--- src/sdmac_pkg.sv ---
package sdmac_pkg;

  // CPU register map, byte addresses on addr[7:0]
  localparam logic [7:0] ADDR_WTC     = 8'h04;
  localparam logic [7:0] ADDR_CNTR    = 8'h08;
  localparam logic [7:0] ADDR_ACR     = 8'h0C;
  localparam logic [7:0] ADDR_ST_DMA  = 8'h10;
  localparam logic [7:0] ADDR_FLUSH   = 8'h14;
  localparam logic [7:0] ADDR_CLR_INT = 8'h18;
  localparam logic [7:0] ADDR_ISTR    = 8'h1C;
  localparam logic [7:0] ADDR_SP_DMA  = 8'h3C;
  localparam logic [2:0] WIN_PAGE     = 3'b010; // addr[7:5], 0x40..0x5F

  // Decoded register functions
  typedef enum logic [3:0] {
    SEL_NONE,
    SEL_WTC,
    SEL_CNTR,
    SEL_ACR,
    SEL_ST_DMA,
    SEL_FLUSH,
    SEL_CLR_INT,
    SEL_ISTR,
    SEL_SP_DMA,
    SEL_WINDOW
  } reg_sel_e;

  // Control register
  localparam int CNTR_W      = 9;
  localparam int CNTR_TCEN   = 5; // Transfer count enable
  localparam int CNTR_PRESET = 4; // Peripheral reset
  localparam int CNTR_INTEN  = 2; // Interrupt enable
  localparam int CNTR_DDIR   = 1; // 1 = memory to SCSI

  // Interrupt status register
  localparam int ISTR_W     = 9;
  localparam int ISTR_INT_F = 8; // Interrupt being driven
  localparam int ISTR_INTS  = 7; // Latched SCSI interrupt
  localparam int ISTR_E_INT = 6; // DMA stopped
  localparam int ISTR_FE    = 1; // FIFO empty, live
  localparam int ISTR_FF    = 0; // FIFO full, live

  localparam logic [31:0] WTC_VALUE = 32'h4; // No real counter behind it

  // Peripheral bus timing
  localparam int unsigned P_CYCLE    = 4;      // Clocks per access
  localparam logic [4:0]  DATA_PORT  = 5'h19;  // SCSI chip data register
  localparam int unsigned TERM_DELAY = 2;      // AS sample to DSACK, local regs

  typedef enum logic [1:0] {ARB_IDLE, ARB_BUSY, ARB_DONE} arb_state_e;
  typedef enum logic [1:0] {DMA_IDLE, DMA_REQ, DMA_FIFO} dma_state_e;

endpackage

--- src/periph_req_if.sv ---
`timescale 1ns/1ps

// One requester's view of the shared peripheral bus
interface periph_req_if;

  logic       req;   // Held until done
  logic       we;    // 1 = write
  logic [4:0] addr;  // Peripheral register
  logic [7:0] wdata;
  logic [7:0] rdata; // Captured in the last strobe cycle
  logic       done;  // One cycle pulse, ends the access

  modport requester (
    output req,
    output we,
    output addr,
    output wdata,
    input  rdata,
    input  done
  );

  modport arbiter (
    input  req,
    input  we,
    input  addr,
    input  wdata,
    output rdata,
    output done
  );

endinterface

--- src/addr_decoder.sv ---
`timescale 1ns/1ps

module addr_decoder import sdmac_pkg::*; (
  input  logic                   CLK,
  input  logic                   CLR_FLUSHFIFO,
  input  logic [7:0]             addr,
  input  logic                   dmac_n,    // Chip select
  input  logic                   as_n,      // CPU address strobe
  input  logic                   rw,        // 1 = read
  input  logic [7:0]             mid_low,   // Write data for the window
  output reg_sel_e               sel,
  output logic                   wr_stb,
  output logic                   rd_act,
  periph_req_if.requester        win,
  output logic                   reg_dsk_n
);

  localparam int CW = $clog2(TERM_DELAY + 1);

  reg_sel_e      dec_sel;
  logic          start;     // First sampled cycle of a CPU access
  logic          active;    // Access in progress
  logic          local_q;   // Local register access, fixed termination
  logic          term_q;    // Termination reached
  logic [CW-1:0] term_cnt;
  logic          is_action;

  always_comb begin
    dec_sel = SEL_NONE;
    if (addr[7:5] == WIN_PAGE) begin
      dec_sel = SEL_WINDOW;
    end else begin
      case (addr)
        ADDR_WTC:     dec_sel = SEL_WTC;
        ADDR_CNTR:    dec_sel = SEL_CNTR;
        ADDR_ACR:     dec_sel = SEL_ACR;
        ADDR_ST_DMA:  dec_sel = SEL_ST_DMA;
        ADDR_FLUSH:   dec_sel = SEL_FLUSH;
        ADDR_CLR_INT: dec_sel = SEL_CLR_INT;
        ADDR_ISTR:    dec_sel = SEL_ISTR;
        ADDR_SP_DMA:  dec_sel = SEL_SP_DMA;
        default:      dec_sel = SEL_NONE;
      endcase
    end
  end

  // Action addresses strobe on reads as well as writes
  assign is_action = (dec_sel == SEL_ST_DMA) || (dec_sel == SEL_SP_DMA) ||
                     (dec_sel == SEL_CLR_INT) || (dec_sel == SEL_FLUSH);
  assign start = !as_n && !dmac_n && !active && !win.req;

  always_ff @(posedge CLK or negedge CLR_FLUSHFIFO) begin
    if (!CLR_FLUSHFIFO) begin
      sel      <= SEL_NONE;
      wr_stb   <= 1'b0;
      rd_act   <= 1'b0;
      active   <= 1'b0;
      local_q  <= 1'b0;
      term_q   <= 1'b0;
      term_cnt <= '0;
      win.req  <= 1'b0;
    end else begin
      wr_stb <= 1'b0; // Single pulse
      if (start) begin
        active   <= 1'b1;
        sel      <= dec_sel;
        rd_act   <= rw;
        term_cnt <= '0;
        local_q  <= (dec_sel != SEL_WINDOW);
        wr_stb   <= (dec_sel != SEL_WINDOW) && (!rw || is_action);
        win.req  <= (dec_sel == SEL_WINDOW);
      end else if (as_n) begin // CPU ended the cycle
        active  <= 1'b0;
        sel     <= SEL_NONE;
        rd_act  <= 1'b0;
        local_q <= 1'b0;
        term_q  <= 1'b0;
      end else if (active && local_q && !term_q) begin
        // DSACK at the TERM_DELAY-th edge after the sampling edge
        if (term_cnt == CW'(TERM_DELAY - 1)) term_q <= 1'b1;
        else term_cnt <= term_cnt + 1'b1;
      end
      if (win.req && win.done) begin
        win.req <= 1'b0;
        if (!as_n) term_q <= 1'b1; // Window terminates after the grant
      end
    end
  end

  // Window payload, captured once per access
  always_ff @(posedge CLK) begin
    if (start && dec_sel == SEL_WINDOW) begin
      win.we    <= !rw;
      win.addr  <= addr[4:0];
      win.wdata <= mid_low;
    end
  end

  assign reg_dsk_n = as_n | ~term_q; // Released with AS, no extra cycle

endmodule

--- src/istr_reg.sv ---
`timescale 1ns/1ps

module istr_reg import sdmac_pkg::*; (
  input  logic              CLK,
  input  logic              CLR_FLUSHFIFO,
  input  logic              fifo_empty,
  input  logic              fifo_full,
  input  logic              scsi_int,  // Level from the SCSI chip
  input  logic              clr_int,   // Clear strobe
  input  logic              dma_stop,  // Stop DMA strobe
  input  logic              inten,     // CNTR interrupt enable
  output logic [ISTR_W-1:0] istr,
  output logic              int_n
);

  logic ints;   // Latched SCSI interrupt
  logic e_int;  // End of DMA
  logic int_f;

  // Set beats clear in the same cycle
  always_ff @(posedge CLK or negedge CLR_FLUSHFIFO) begin
    if (!CLR_FLUSHFIFO) begin
      ints <= 1'b0;
    end else if (scsi_int) begin
      ints <= 1'b1;
    end else if (clr_int) begin
      ints <= 1'b0;
    end
  end

  always_ff @(posedge CLK or negedge CLR_FLUSHFIFO) begin
    if (!CLR_FLUSHFIFO) begin
      e_int <= 1'b0;
    end else if (dma_stop) begin
      e_int <= 1'b1;
    end else if (clr_int) begin
      e_int <= 1'b0;
    end
  end

  assign int_f = inten & (ints | e_int);
  assign int_n = ~int_f; // Open-drain style, low = request

  always_comb begin
    istr             = '0;  // Unused bits read as 0
    istr[ISTR_INT_F] = int_f;
    istr[ISTR_INTS]  = ints;
    istr[ISTR_E_INT] = e_int;
    istr[ISTR_FE]    = fifo_empty;  // Live flags
    istr[ISTR_FF]    = fifo_full;
  end

endmodule

--- src/cntr_reg.sv ---
`timescale 1ns/1ps

module cntr_reg import sdmac_pkg::*; (
  input  logic              CLK,
  input  logic              CLR_FLUSHFIFO,
  input  logic              cntr_wr,
  input  logic              acr_wr,
  input  logic              st_dma,
  input  logic              sp_dma,
  input  logic              flush,
  input  logic              stop_flush,
  input  logic [CNTR_W-1:0] mid,
  input  logic              mid_a1,     // Data bit 25 on an ACR write
  output logic [CNTR_W-1:0] cntr,
  output logic              dmaena,
  output logic              flushfifo,
  output logic              a1
);

  // All 9 bits stored, fields picked out at the top
  always_ff @(posedge CLK or negedge CLR_FLUSHFIFO) begin
    if (!CLR_FLUSHFIFO) begin
      cntr <= '0;
    end else if (cntr_wr) begin
      cntr <= mid;
    end
  end

  always_ff @(posedge CLK or negedge CLR_FLUSHFIFO) begin
    if (!CLR_FLUSHFIFO) begin
      a1 <= 1'b0;
    end else if (acr_wr) begin
      a1 <= mid_a1; // Feeds the FIFO byte pointer
    end
  end

  // DMA enable, stop wins
  always_ff @(posedge CLK or negedge CLR_FLUSHFIFO) begin
    if (!CLR_FLUSHFIFO) begin
      dmaena <= 1'b0;
    end else if (sp_dma) begin
      dmaena <= 1'b0;
    end else if (st_dma) begin
      dmaena <= 1'b1;
    end
  end

  always_ff @(posedge CLK or negedge CLR_FLUSHFIFO) begin
    if (!CLR_FLUSHFIFO) begin
      flushfifo <= 1'b0;
    end else if (stop_flush) begin
      flushfifo <= 1'b0; // FIFO reports flush complete
    end else if (flush) begin
      flushfifo <= 1'b1;
    end
  end

endmodule

--- src/periph_arbiter.sv ---
`timescale 1ns/1ps

module periph_arbiter import sdmac_pkg::*; (
  input  logic         CLK,
  input  logic         CLR_FLUSHFIFO,
  periph_req_if.arbiter cpu,
  periph_req_if.arbiter dma,
  output logic [4:0]   p_addr,
  output logic [7:0]   p_wdata,
  output logic         p_cs_n,
  output logic         p_rd_n,
  output logic         p_wr_n,
  input  logic [7:0]   p_rdata
);

  localparam int CW = $clog2(P_CYCLE);

  arb_state_e    state;
  logic [CW-1:0] cyc_cnt;
  logic          owner_dma;  // Owner of the running cycle
  logic          last_dma;   // Last grant went to DMA
  logic          pick_cpu;
  logic          pick_dma;
  logic          last_cyc;

  // Round robin between two, the loser of the last grant goes first
  assign pick_cpu = cpu.req && (!dma.req || last_dma);
  assign pick_dma = dma.req && !pick_cpu;
  assign last_cyc = (state == ARB_BUSY) && (cyc_cnt == CW'(P_CYCLE - 1));

  always_ff @(posedge CLK or negedge CLR_FLUSHFIFO) begin
    if (!CLR_FLUSHFIFO) begin
      state     <= ARB_IDLE;
      cyc_cnt   <= '0;
      owner_dma <= 1'b0;
      last_dma  <= 1'b0;
      p_cs_n    <= 1'b1;
      p_rd_n    <= 1'b1;
      p_wr_n    <= 1'b1;
      cpu.done  <= 1'b0;
      dma.done  <= 1'b0;
    end else begin
      case (state)
        ARB_IDLE: if (pick_cpu || pick_dma) begin
          owner_dma <= pick_dma;
          last_dma  <= pick_dma;
          cyc_cnt   <= '0;
          p_cs_n    <= 1'b0;
          p_rd_n    <= pick_dma ? dma.we : cpu.we;   // Strobes span the whole cycle
          p_wr_n    <= pick_dma ? !dma.we : !cpu.we;
          state     <= ARB_BUSY;
        end
        ARB_BUSY: if (last_cyc) begin
          p_cs_n   <= 1'b1;
          p_rd_n   <= 1'b1;
          p_wr_n   <= 1'b1;
          cpu.done <= !owner_dma;
          dma.done <= owner_dma;
          state    <= ARB_DONE;
        end else begin
          cyc_cnt <= cyc_cnt + 1'b1;
        end
        default: begin // ARB_DONE, requester drops req now
          cpu.done <= 1'b0;
          dma.done <= 1'b0;
          state    <= ARB_IDLE;
        end
      endcase
    end
  end

  // Bus payload and per-requester read data
  always_ff @(posedge CLK) begin
    if (state == ARB_IDLE && (pick_cpu || pick_dma)) begin
      p_addr  <= pick_dma ? dma.addr : cpu.addr;
      p_wdata <= pick_dma ? dma.wdata : cpu.wdata;
    end
    if (last_cyc && !p_rd_n) begin
      if (owner_dma) dma.rdata <= p_rdata; // Sampled in the last strobe cycle
      else cpu.rdata <= p_rdata;
    end
  end

endmodule

--- src/dma_engine.sv ---
`timescale 1ns/1ps

module dma_engine import sdmac_pkg::*; (
  input  logic            CLK,
  input  logic            CLR_FLUSHFIFO,
  input  logic            dmaena,
  input  logic            dmadir,      // 0 = SCSI to memory
  input  logic            scsi_drq,
  input  logic            fifo_empty,
  input  logic            fifo_full,
  input  logic [7:0]      fifo_rdata,
  output logic            fifo_wr,
  output logic            fifo_rd,
  output logic [7:0]      fifo_wdata,
  periph_req_if.requester bus
);

  dma_state_e state;
  logic       dir_q;      // Direction of the byte in flight
  logic       can_start;

  // Needs a request and room or data on the FIFO side
  assign can_start = dmaena && scsi_drq && (dmadir ? !fifo_empty : !fifo_full);
  assign bus.addr  = DATA_PORT; // Always the data register

  always_ff @(posedge CLK or negedge CLR_FLUSHFIFO) begin
    if (!CLR_FLUSHFIFO) begin
      state   <= DMA_IDLE;
      dir_q   <= 1'b0;
      bus.req <= 1'b0;
      bus.we  <= 1'b0;
      fifo_wr <= 1'b0;
      fifo_rd <= 1'b0;
    end else begin
      fifo_wr <= 1'b0;
      case (state)
        DMA_IDLE: if (can_start) begin
          dir_q <= dmadir;
          if (dmadir) begin
            fifo_rd <= 1'b1; // Fetch the byte first
            state   <= DMA_FIFO;
          end else begin
            bus.req <= 1'b1;
            bus.we  <= 1'b0;
            state   <= DMA_REQ;
          end
        end
        DMA_REQ: if (bus.done) begin
          bus.req <= 1'b0;
          if (dir_q) begin
            state <= DMA_IDLE; // Byte written to the chip
          end else begin
            fifo_wr <= 1'b1;
            state   <= DMA_FIFO;
          end
        end
        default: begin // DMA_FIFO
          if (!dir_q) begin
            state <= DMA_IDLE; // FIFO write pulse done
          end else if (fifo_rd) begin
            fifo_rd <= 1'b0;   // Data valid next cycle
          end else begin
            bus.req <= 1'b1;
            bus.we  <= 1'b1;
            state   <= DMA_REQ;
          end
        end
      endcase
    end
  end

  // Byte holding registers
  always_ff @(posedge CLK) begin
    if (state == DMA_REQ && bus.done && !dir_q) fifo_wdata <= bus.rdata;
    if (state == DMA_FIFO && dir_q && !fifo_rd) bus.wdata <= fifo_rdata;
  end

endmodule

--- src/sdmac_top.sv ---
`timescale 1ns/1ps

module sdmac_top import sdmac_pkg::*; (
  input  logic        CLK,
  input  logic        CLR_FLUSHFIFO,
  // CPU bus
  input  logic [7:0]  addr,
  input  logic        dmac_n,
  input  logic        as_n,
  input  logic        rw,
  input  logic [31:0] mid,
  output logic [31:0] mod,
  output logic        reg_dsk_n,
  // SCSI chip bus
  output logic [4:0]  p_addr,
  output logic [7:0]  p_wdata,
  output logic        p_cs_n,
  output logic        p_rd_n,
  output logic        p_wr_n,
  input  logic [7:0]  p_rdata,
  // External FIFO
  input  logic        fifo_empty,
  input  logic        fifo_full,
  input  logic [7:0]  fifo_rdata,
  output logic        fifo_wr,
  output logic        fifo_rd,
  output logic [7:0]  fifo_wdata,
  input  logic        stop_flush,
  input  logic        scsi_int,
  input  logic        scsi_drq,
  output logic        preset,
  output logic        dmaena,
  output logic        dmadir,
  output logic        flushfifo,
  output logic        a1,
  output logic        int_n
);

  reg_sel_e          sel;
  logic              wr_stb;
  logic              rd_act;
  logic [CNTR_W-1:0] cntr;
  logic [ISTR_W-1:0] istr;

  periph_req_if cpu_bus ();  // CPU window requester
  periph_req_if dma_bus ();  // DMA engine requester

  addr_decoder u_addr_decoder (
    .CLK, .CLR_FLUSHFIFO, .addr, .dmac_n, .as_n, .rw,
    .mid_low (mid[7:0]),
    .sel, .wr_stb, .rd_act,
    .win     (cpu_bus),
    .reg_dsk_n
  );

  istr_reg u_istr_reg (
    .CLK, .CLR_FLUSHFIFO, .fifo_empty, .fifo_full, .scsi_int,
    .clr_int  (wr_stb && sel == SEL_CLR_INT),
    .dma_stop (wr_stb && sel == SEL_SP_DMA),  // Stop also flags E_INT
    .inten    (cntr[CNTR_INTEN]),
    .istr, .int_n
  );

  cntr_reg u_cntr_reg (
    .CLK, .CLR_FLUSHFIFO,
    .cntr_wr (wr_stb && sel == SEL_CNTR),
    .acr_wr  (wr_stb && sel == SEL_ACR),
    .st_dma  (wr_stb && sel == SEL_ST_DMA),
    .sp_dma  (wr_stb && sel == SEL_SP_DMA),
    .flush   (wr_stb && sel == SEL_FLUSH),
    .stop_flush,
    .mid     (mid[CNTR_W-1:0]),
    .mid_a1  (mid[25]),
    .cntr, .dmaena, .flushfifo, .a1
  );

  periph_arbiter u_periph_arbiter (
    .CLK, .CLR_FLUSHFIFO,
    .cpu (cpu_bus),
    .dma (dma_bus),
    .p_addr, .p_wdata, .p_cs_n, .p_rd_n, .p_wr_n, .p_rdata
  );

  dma_engine u_dma_engine (
    .CLK, .CLR_FLUSHFIFO, .dmaena, .dmadir, .scsi_drq, .fifo_empty, .fifo_full,
    .fifo_rdata, .fifo_wr, .fifo_rd, .fifo_wdata,
    .bus (dma_bus)
  );

  assign preset = cntr[CNTR_PRESET];
  assign dmadir = cntr[CNTR_DDIR];

  // CPU read data, zero outside a read cycle
  always_comb begin
    mod = '0;
    if (rd_act) begin
      case (sel)
        SEL_WTC:    mod = WTC_VALUE;
        SEL_CNTR:   mod = {{(32 - CNTR_W){1'b0}}, cntr};
        SEL_ISTR:   mod = {{(32 - ISTR_W){1'b0}}, istr};
        SEL_WINDOW: mod = {24'h0, cpu_bus.rdata}; // Byte from the SCSI chip
        default:    mod = '0;
      endcase
    end
  end

endmodule

--- config.mk ---
export PLATFORM = sky130hd
export DESIGN_NAME = sdmac_top
export DESIGN_NICKNAME = d
export VERILOG_FILES = /design/src/sdmac_pkg.sv /design/src/periph_req_if.sv /design/src/addr_decoder.sv /design/src/istr_reg.sv /design/src/cntr_reg.sv /design/src/periph_arbiter.sv /design/src/dma_engine.sv /design/src/sdmac_top.sv
export SDC_FILE = /design/constraint.sdc
export NUM_CORES = 1
export LEC_CHECK = 0
export BUFFER_PORTS_ARGS = -buffer_cell sky130_fd_sc_hd__buf_2
export CAP_MARGIN = 20
export CORE_MARGIN = 2
export CORE_UTILIZATION = 55
export DETAILED_ROUTE_END_ITERATION = 16
export PLACE_DENSITY = 0.95
export SETUP_SLACK_MARGIN = 0.02
export SYNTH_ARGS = -nofsm -noshare
export SYNTH_HDL_FRONTEND = slang
export SYNTH_SLANG_ARGS = --single-unit
export TNS_END_PERCENT = 50
--- constraint.sdc ---
create_clock -name CLK -period 2.7 [get_ports CLK]
set_input_delay 0.27 -clock CLK [delete_from_list [all_inputs] [get_ports CLK]]
set_output_delay 0.27 -clock CLK [all_outputs]
set_load 0.01 [all_outputs]
Yosys cells after proc, flatten, opt, wreduce, memory -nomap -nowiden
Index checks and enable logic that the tools add are counted.
- mux-type cells: 74
- eq/ne operators: 41
- add/subtract/negate cells: 2
- reduce and logical (&&, ||, !) cells: 72
- bitwise gates (word level): 8
- operator list (cell ; count):
    1-bit 2-to-1 mux ; 42
    9-bit one-hot mux with 4 select lines ; 1
    8-bit by 5-bit equality test with 1-bit output (second input constant) ; 4
    4-bit one-hot mux with 8 select lines ; 1
    4-bit by 3-bit equality test with 1-bit output (second input constant) ; 7
    2-bit 2-to-1 mux ; 14
    1-bit logical AND ; 25
    2-bit nonzero test ; 9
    4-bit equality test (second input constant) ; 4
    8-bit by 4-bit equality test with 1-bit output (second input constant) ; 2
    1-bit zero test ; 16
    1-bit one-hot mux with 2 select lines ; 8
    4-bit 2-to-1 mux ; 3
    2-bit one-hot mux with 2 select lines ; 3
    2-bit AND reduction ; 6
    3-bit AND reduction ; 4
    2-bit by 1-bit inequality test with 1-bit output (second input constant) ; 5
    2-bit inequality test (second input constant) ; 5
    5-bit AND reduction ; 2
    9-bit 2-to-1 mux ; 1
    4-bit by 2-bit equality test with 1-bit output (second input constant) ; 2
    8-bit by 3-bit equality test with 1-bit output (second input constant) ; 1
    8-bit by 6-bit equality test with 1-bit output (second input constant) ; 1
    8-bit 2-to-1 mux ; 1
    14 further kinds ; 30
- bits in registers: 102
- output and inout bits: 65
- logic and storage cells: 234

Depth between registers and ports, before layout
Gate-level depths: netlist of the first run.
- depth after elaboration: 10
- gate-level depth with buffers: 5
- mapped depth without buffers: 5

Modules after synthesis
Synthesis of the first run repeated with hierarchy kept, for this count alone.
- cell total of the unflattened synthesis: 341
- area, all modules: 4663.2 µm²
- modules (own cells, without submodules) (module ; cells an instance ; sequential area each (µm²) ; times used ; area each (µm²)):
    periph_arbiter ; 85 ; 1124.8 ; 1 ; 1530.2
    addr_decoder ; 74 ; 720.7 ; 1 ; 1008.5
    dma_engine ; 65 ; 655.6 ; 1 ; 929.6
    sdmac_top ; 75 ; 0.0 ; 1 ; 563.0
    cntr_reg ; 25 ; 300.3 ; 1 ; 478.0
    istr_reg ; 17 ; 50.0 ; 1 ; 153.9

Least setup slack after synthesis of the first run
Ideal clock, no wire load.
- path kind: register to register
- start point: register u_addr_decoder.active
- end point: register u_addr_decoder.win.addr[0] (enable)
- path slack: 0.857 ns
- required time: 2.323 ns
- data arrival time: 1.466 ns
- stages on the path, launching flop included: 4
- setup time: 0.377 ns
- cells stage by stage: dfrtp_1 > nor4_4 > o211ai_2 > a21oi_2
- cells in the longest elaborated chain, start to end: 4
- RTL lines (what ; RTL line ; RTL):
    from (decl) ; addr_decoder.sv:22 ; logic active;
    from (signal assigned) ; addr_decoder.sv:57 ; active <= 1'b0;
    from (signal assigned) ; addr_decoder.sv:65 ; active <= 1'b1;
    from (signal assigned) ; addr_decoder.sv:73 ; active <= 1'b0;
    1-bit zero test ; addr_decoder.sv:50 ; assign start = !as_n && !dmac_n && !active && !win.req;
    1-bit logical AND (2 in a row) ; addr_decoder.sv:50 ;
    1-bit logical AND ; addr_decoder.sv:92 ; if (start && dec_sel == SEL_WINDOW) begin
    to (decl) ; periph_req_if.sv:16 ; output addr,
No other way between the ends.
A chain may end at the register's enable or synchronous reset.

Worst setup path after layout of the first run
- start point: register u_addr_decoder.sel[3]
- end point: output port mod[2]
- cells in the longest elaborated chain, start to end: 3
- RTL lines (what ; RTL line ; RTL):
    from (decl) ; addr_decoder.sv:11 ; output reg_sel_e sel,
    from (signal assigned) ; addr_decoder.sv:66 ; sel <= dec_sel;
    4-bit equality test (tied with other cells) ; sdmac_top.sv:97 ; case (sel)
    9-bit one-hot mux with 4 select lines (*) ; sdmac_top.sv:97 ;
    9-bit 2-to-1 mux (*) ; sdmac_top.sv:96 ; if (rd_act) begin
    to (decl) ; sdmac_top.sv:12 ; output logic [31:0] mod,
Every way passes the cells marked *; elsewhere a longest branch is shown, timed or not.

==> summary by stage, run 1 <==
Clocking
The clock sink count is 102. After clock tree synthesis, the repair step resized 0 gates. TritonCTS created 9 clock buffers.

Buffers inserted to repair hold after CTS numbered 0. Once the clock tree was built, the setup fixing pass inserted 0 buffers. The clock tree from TritonCTS is done. The clock passes through at most 2 buffers. For the worst-skew pair, the clock arrives at the later sink with an insertion delay of 0.37 ns.

The total number of H-tree levels is 3. The tree is rooted in a sky130_fd_sc_hd__clkbuf_8. The clock-pin slew of the registers on the worst-case setup and hold paths is 0.09 ns.

Floorplan
The number of placement rows is 32. Measured along the y axis, the die boundary spans 91.8 um. The initial utilization of the core area, before any placement, comes to 55.7%. The standard cell core area is 0.00761 sq mm.

131 I/O pins were placed. The width of the chip is 91.8 um. The die area is 0.00843 sq mm.

Pwr
The largest vdd supply drop is 0.000454 V. Combinational logic burns 19.6% of the power. Total power for the finished layout comes to 3.69 mW. The clock network fraction of design power is 23.9%. The net switching power figure is 1.12 mW. The static leakage power is 2.04 nW. Power spread over the standard cell area amounts to 754 mW/mm^2. The switching portion of total power is 30.3%. Cell internal power was estimated by the tool at 2.57 mW. In this run, flip-flops and latches consume 56.5% of the power.

Setup path
STA puts the critical path data arrival time at 2.04 ns. The capturing element type of the critical path is a primary output. The critical path's slowest cell is sky130_fd_sc_hd__dfrtp_1. The capturing point of the worst reg2reg path is u_addr_decoder.win.wdata[7]. The number of buffers and inverters on the critical path is 1. The type of origin of the critical path is a flop. Grouping stages by cell kind, the critical path spends the most delay in simple AND/OR/NAND/NOR gates.

The number of cells traversed by the worst register-to-register path is 4. The start of the worst register-to-register path is u_addr_decoder.active. The largest stage delay on the critical path is 0.48 ns. The minimum setup slack among reg-to-reg paths is 0.85 ns. STA puts the critical path data required time at 2.43 ns. The signal on the critical path passes through nand2b_1 -> nor3_2 -> o21ai_2 -> nor3_1 -> buf_2. Along the worst path, the maximum fanout reaches 9.

The setup path with the least slack is of type flop to primary output.

Global route
After global routing the overflow that remains totals 0. The maximum number of pins on one net before global-route repair is 44. The first global-routing pass estimated 13800 um of wire. The total track usage is 21.4%. The via count of the first global-routing pass is 2785. The initial antenna violation count is 0.

Timing
The clock arrives with 0.0141 ns of skew. The number of hold-slack violations in the final timing report is 0. The final-layout setup total negative slack is 0 ns. The total of endpoints with negative setup slack in the final report is 0. The routed design could run at a clock period as short as 2.31 ns.

Headroom to the max-slew limit came out at 36.6%. The final-report max-slew violation count is 0. At the pin with the least slew margin, the transition time is 0.950 ns. The portion of the clock cycle consumed by the worst path in the final layout is 85.5%. Setup repair after global routing left no endpoint under its margin. The maximum clock frequency is 433 MHz.

Synth
The post-synthesis cell type count is 49. The netlist area before placement is 0.00424 sq mm. The proportion of register bits with asynchronous set or reset after synthesis is 42.2%. The count of synthesis-stage warnings from yosys is 0. The predominant post-synthesis flop cell is sky130_fd_sc_hd__edfxtp_1.

After synthesis, the cell types taking the most area are sky130_fd_sc_hd__edfxtp_1, sky130_fd_sc_hd__dfrtp_1, sky130_fd_sc_hd__mux2_2. Sorting the synthesized cells by how often they occur yields sky130_fd_sc_hd__edfxtp_1, sky130_fd_sc_hd__dfrtp_1, sky130_fd_sc_hd__nor2_1. The number of register bits inferred by synthesis is 102. The number of flops mapped to enable cells by yosys is 59. The sequential-to-total area share from yosys stat is 67.2%. The mean instance size in the synthesized netlist is 13.2 sq um.

The fraction of synthesized cell area taken by the top area cell type is 41.8%. Counting every instance in the synthesized netlist gives 321. sky130_fd_sc_hd__edfxtp_1 takes more of the synthesized area than any other cell. The library cell with the highest instance count after synthesis is sky130_fd_sc_hd__edfxtp_1.

Hold path
The worst hold path begins at stop_flush. The class of the worst hold path is input pin to flop. Along the worst hold path, the cell count comes to 2. The end of the worst hold path is u_cntr_reg.flushfifo.

Finish
The post-layout net count is 483. The fraction of layout cells with a size suffix above 1 is 33.6%. The growth of design area from synthesis to finish is 15.3%. The final antenna diode count is 0. The number of flip-flops in the largest register is 9.

The fill cell instance count of the final layout is 569.

Routing
The via density per instance is 5.50. The final routed wirelength across all metal layers is 8460 um. The remaining antenna violation count after routing is 0. The first routing iteration left 235 violations. The via count is 2871. The detailed-route wire length per cell is 16.2 um.

The first TritonRoute pass finished after 5 iterations. The number of remaining DRC errors is 0.

Job
Max-cap violations in this run came to 0.

Outcome
The run finished with clean final reports.

Place
Input and output buffers added on the ports amount to 85. The sum of net half-perimeters after detailed placement is 6240 um. The weighted congestion reported at the end of routability-driven placement is 0.877.
through the flow:
| stage | worst slack [ns] | instance area, sq um | std cells | utilization [%] | hold slack (ns) |
|---|---|---|---|---|---|
| after global routing | 0.272 | 4890 | 522 | 64.3 | 0.0373 |
| after CTS | 0.385 | 4890 | 522 | 64.3 | 0.0339 |
| after global placement | 0.862 | 4710 | 506 | 61.9 | 0.403 |
| after floorplan | 0.857 | 4320 | 343 | - | -0.0256 |
| final | 0.393 | 4890 | 522 | 64.3 | 0.0449 |
| after detailed placement | 0.798 | 4710 | 506 | 61.9 | 0.405 |
layout by cell type (no fill, tap or decap), drive strengths merged, types with 2 or more instances in the layout:
cell type,n
a211oi,2
a21o,3
a21oi,14
a22o,4
a22oi,8
a31o,2
a31oi,3
buf,90
clkbuf,10
clkinv,4
conb,23
dfrtp,40
dfstp,3
edfxtp,59
ha,2
inv,14
mux2,18
nand2,21
nand2b,5
nand3,9
nand4,2
nor2,27
nor2b,6
nor3,11
nor3b,2
nor4,2
o211ai,2
o21ai,17
o22ai,2
o31ai,2
or2,3
logic make-up (layout without fill, tap and decap cells):
group	count (synthesis)	after routing	share of synthesized area, %
buffers and inverters	41	118	5.90
DFF	102	102	67.2
xor gates and xnor gates	1	1	0.207
AOI/OAI and AO/OA	61	61	9.41
adders and majority gates	2	2	0.590
and+or+nand+nor	95	95	11.8
muxes	18	18	4.78
other	1	23	0.0884
power by group through the flow:
stage	logic [mW]	registers, mW	clock network [mW]
6_report	0.722	2.08	0.881
5_1_grt	0.816	2.11	0.963
4_1_cts	0.734	2.08	0.896
3_5_place_dp	0.727	2.12	0
3_3_place_gp	0.683	2.10	0
2_1_floorplan	0.473	2.11	0
worst register-to-register path: cells and delay by family (launching register included):
kind                   cells  cell delay, ns
AO/OA/AOI/OAI              2            0.33
buffers and inverters      1            0.25
flip-flops                 1            0.45
AND/OR/NAND/NOR            1            0.51
worst max path at each step:
stage	start	endpoint	slack (ns)	depth (start not counted)
2_1_floorplan	u_addr_decoder.active	u_addr_decoder.win.addr[0]	0.86	3
5_1_grt	u_addr_decoder.sel[3]	mod[2]	0.27	5
3_3_place_gp	u_addr_decoder.sel[3]	mod[8]	0.86	5
4_1_cts	u_addr_decoder.sel[3]	mod[2]	0.38	5
6_report	u_addr_decoder.sel[3]	mod[2]	0.39	5
3_5_place_dp	u_addr_decoder.sel[3]	mod[2]	0.80	5
layer usage:
| layer | wire [um] | vias up | track usage, % | share of wire (%) |
|---|---|---|---|---|
| met3 | 595 | 22 | 5.51 | 7.0 |
| li1 | - | 1312 | - | - |
| met4 | 237 | 0 | 9.33 | 2.8 |
| met2 | 4260 | 137 | 35.2 | 50 |
| met5 | 0 | - | 0 | 0 |
| met1 | 3370 | 1400 | 26.9 | 40 |
area by class of cell:
type	instances	area [sq um]	share of cell area, %
clock buffer	10	128	2.61
clock inverter	6	55.1	1.13
inverter	12	45.0	0.921
multi-input combinational	200	1220	25.0
sequential	102	2850	58.3
tap	102	128	2.61
timing repair buffer	90	463	9.47
Power figures use the tool's default switching activity.
==> run 2: changes to the inputs <==
- CORE_ASPECT_RATIO: unset -> 1.5
==> summary by stage, run 2 (same netlist as run 1, synthesis figures left out) <==
Pwr
Across the VDD grid, the largest voltage drop is 0.000527 V. The cell area power density is 810 mW/mm^2. The static leakage power is 2.08 nW.

Global route
The initial antenna violation count is 0. The leftover overflow at the end of global routing is 0. The via count of the first global-routing pass is 2907. Across every metal layer, demand over resource in global routing totals 21.7%.

The first global-routing pass estimated 13600 um of wire. The maximum number of pins on one net before global-route repair is 44.

Timing
At the pin with the least slew margin, the transition time is 0.933 ns. The total of endpoints with negative setup slack in the final report is 0. For the final database, setup skew stands at 0.00759 ns.

The clock period minus worst slack is 2.27 ns. In the final timing run, aggregate negative setup slack is 0 ns. Setup slack closes at 0.431 ns.

The maximum clock frequency is 441 MHz. Final hold analysis gives a worst-case slack of 0.0639 ns. Headroom to the max-slew limit came out at 37.8%. The final-report max-slew violation count came to 0. The number of hold-slack violations in the final timing report is 0.

The portion of the clock cycle consumed by the worst path in the final layout is 84.0%. Setup repair after global routing left no endpoint under its margin.

Floorplan
The die is 112 um tall. The number of I/O pins is 131. In this run the core area contains 39 standard-cell rows. The standard cell core area is 0.00756 sq mm. The die covers 0.00844 sq mm.

The die is 75.7 um wide. For this configuration, the core starts out at a cell density of 56.1%.

Clocking
Clock tree synthesis found a total of 102 sinks. The clock tree from TritonCTS is done. In this run the deepest clock path goes through 2 buffers. After clock tree synthesis, the flow added hold-fix buffers numbering 0.

Counting the buffers created by CTS gives 9. The total of cells resized after clock tree synthesis is 0. At the later pin of the worst-skew pair, clock insertion delay measures 0.35 ns.

The buffer type at the clock tree root is sky130_fd_sc_hd__clkbuf_16. The clock-pin slew of the registers on the worst-case setup and hold paths is 0.07 ns. The H-tree was split into 3 levels. The buffers inserted during post-CTS setup optimization is 0.

Setup path
The type of origin of the critical path is a flop. The critical path class is flop to primary output. Among cell families on the critical path, the largest total delay comes from simple AND/OR/NAND/NOR gates. The arrival time at the worst endpoint is 2.00 ns.

Data on the critical path is required at its endpoint by 2.43 ns. The maximum fanout along the worst path is 11. The minimum setup slack among reg-to-reg paths is 0.87 ns. For this design, the slowest cell found on the critical path is sky130_fd_sc_hd__dfrtp_1. The largest stage delay on the critical path is 0.56 ns.

The critical path goes through nand2b_1 -> nor3_2 -> a22oi_1 -> nor2_1 -> buf_2. The worst path buffer plus inverter count is 1. The worst setup path is captured at a primary output.

Place
Port buffering added 85 buffers. The number of cells after detailed placement is 506. The weighted congestion reported at the end of routability-driven placement is 0.856.

At the placement stage, the worst setup path has a slack of 0.811 ns. Detailed placement finished with a half-perimeter wire length of 6190 um.

Routing
The detailed router's first-iteration violation count is 271. In the final routed layout, each cell accounts on average for 15.8 um. After detailed routing, the number of remaining DRC violations is 0.

The via count is 2871. The detailed-routing iteration count for the pre-antenna-repair pass is 6. The remaining antenna violation count after routing is 0. Dividing the detail-routed via count by the number of cells gives 5.50. Wires add up to 8270 um.

Finish
For this run, the share of the core covered by cells in the final layout is 66.1%. The number of antenna diodes in the final layout is 0. The post-layout net count is 483. The library cells used most frequently in the layout, excluding fill and tap cells, are sky130_fd_sc_hd__buf_2, sky130_fd_sc_hd__edfxtp_1, sky130_fd_sc_hd__dfrtp_1. The growth of design area from synthesis to finish is 17.9%. After the flow finishes, the layout carries non-filler instances totaling 522. Leaving out fill and tap cells, the most frequent cell in the layout is sky130_fd_sc_hd__buf_2.

In the final layout, the share of cells above drive strength 1 is 33.8%. The register with the most flip-flops in the layout has 9 of them.

Job
The max-cap check violation count is 0.

Outcome
The run finished with clean final reports.

Hold path
The tightest min-delay check is of the input pin to async pin type.
## run 2: area by class of cell
cell class	count	area (sq um)
clock buffers	9	225
clock inverters	7	63.8
fillers	502	2570
inverters	12	45.0
multi-input cells	200	1220
flip-flops and latches	102	2850
well taps	102	128
repair buffers	90	463
## run 2: path summary, 6_finish.rpt
kind / from / endpoint / depth (start not counted)
max in group asynchronous: CLR_FLUSHFIFO / u_cntr_reg.cntr[7] / 1
worst max-delay path: u_addr_decoder.sel[0] / mod[6] / 5
worst max register to register: u_addr_decoder.win.req / u_addr_decoder.win.addr[1] / 4
worst min register to register: u_periph_arbiter.dma.rdata[6] / u_dma_engine.fifo_wdata[6] / 0
worst min-delay path: CLR_FLUSHFIFO / u_addr_decoder.active / 1
min in group CLK: stop_flush / u_cntr_reg.flushfifo / 2
## run 2: power by group
part           leakage (nW)  internal (mW)  switching (mW)
registers              1.06           1.92           0.169
logic                 0.880          0.296           0.433
clock network         0.137          0.647           0.582
## run 2: routing by layer
metal  global-route usage (%)  vias to the layer above  wire, um
met4                     9.82                        0       215
li1                         -                     1314         -
met1                     24.5                     1385      2970
met2                     37.3                      151      4530
met3                     5.52                       21       548
met5                        0                        -         0
## run 2: per-stage QoR
stage	total power, mW	instance area (sq um)
2_1_floorplan	2.59	4320
3_3_place_gp	2.78	4710
3_5_place_dp	2.85	4710
4_1_cts	4.07	5000
5_1_grt	4.26	5000
6_report	4.05	5000
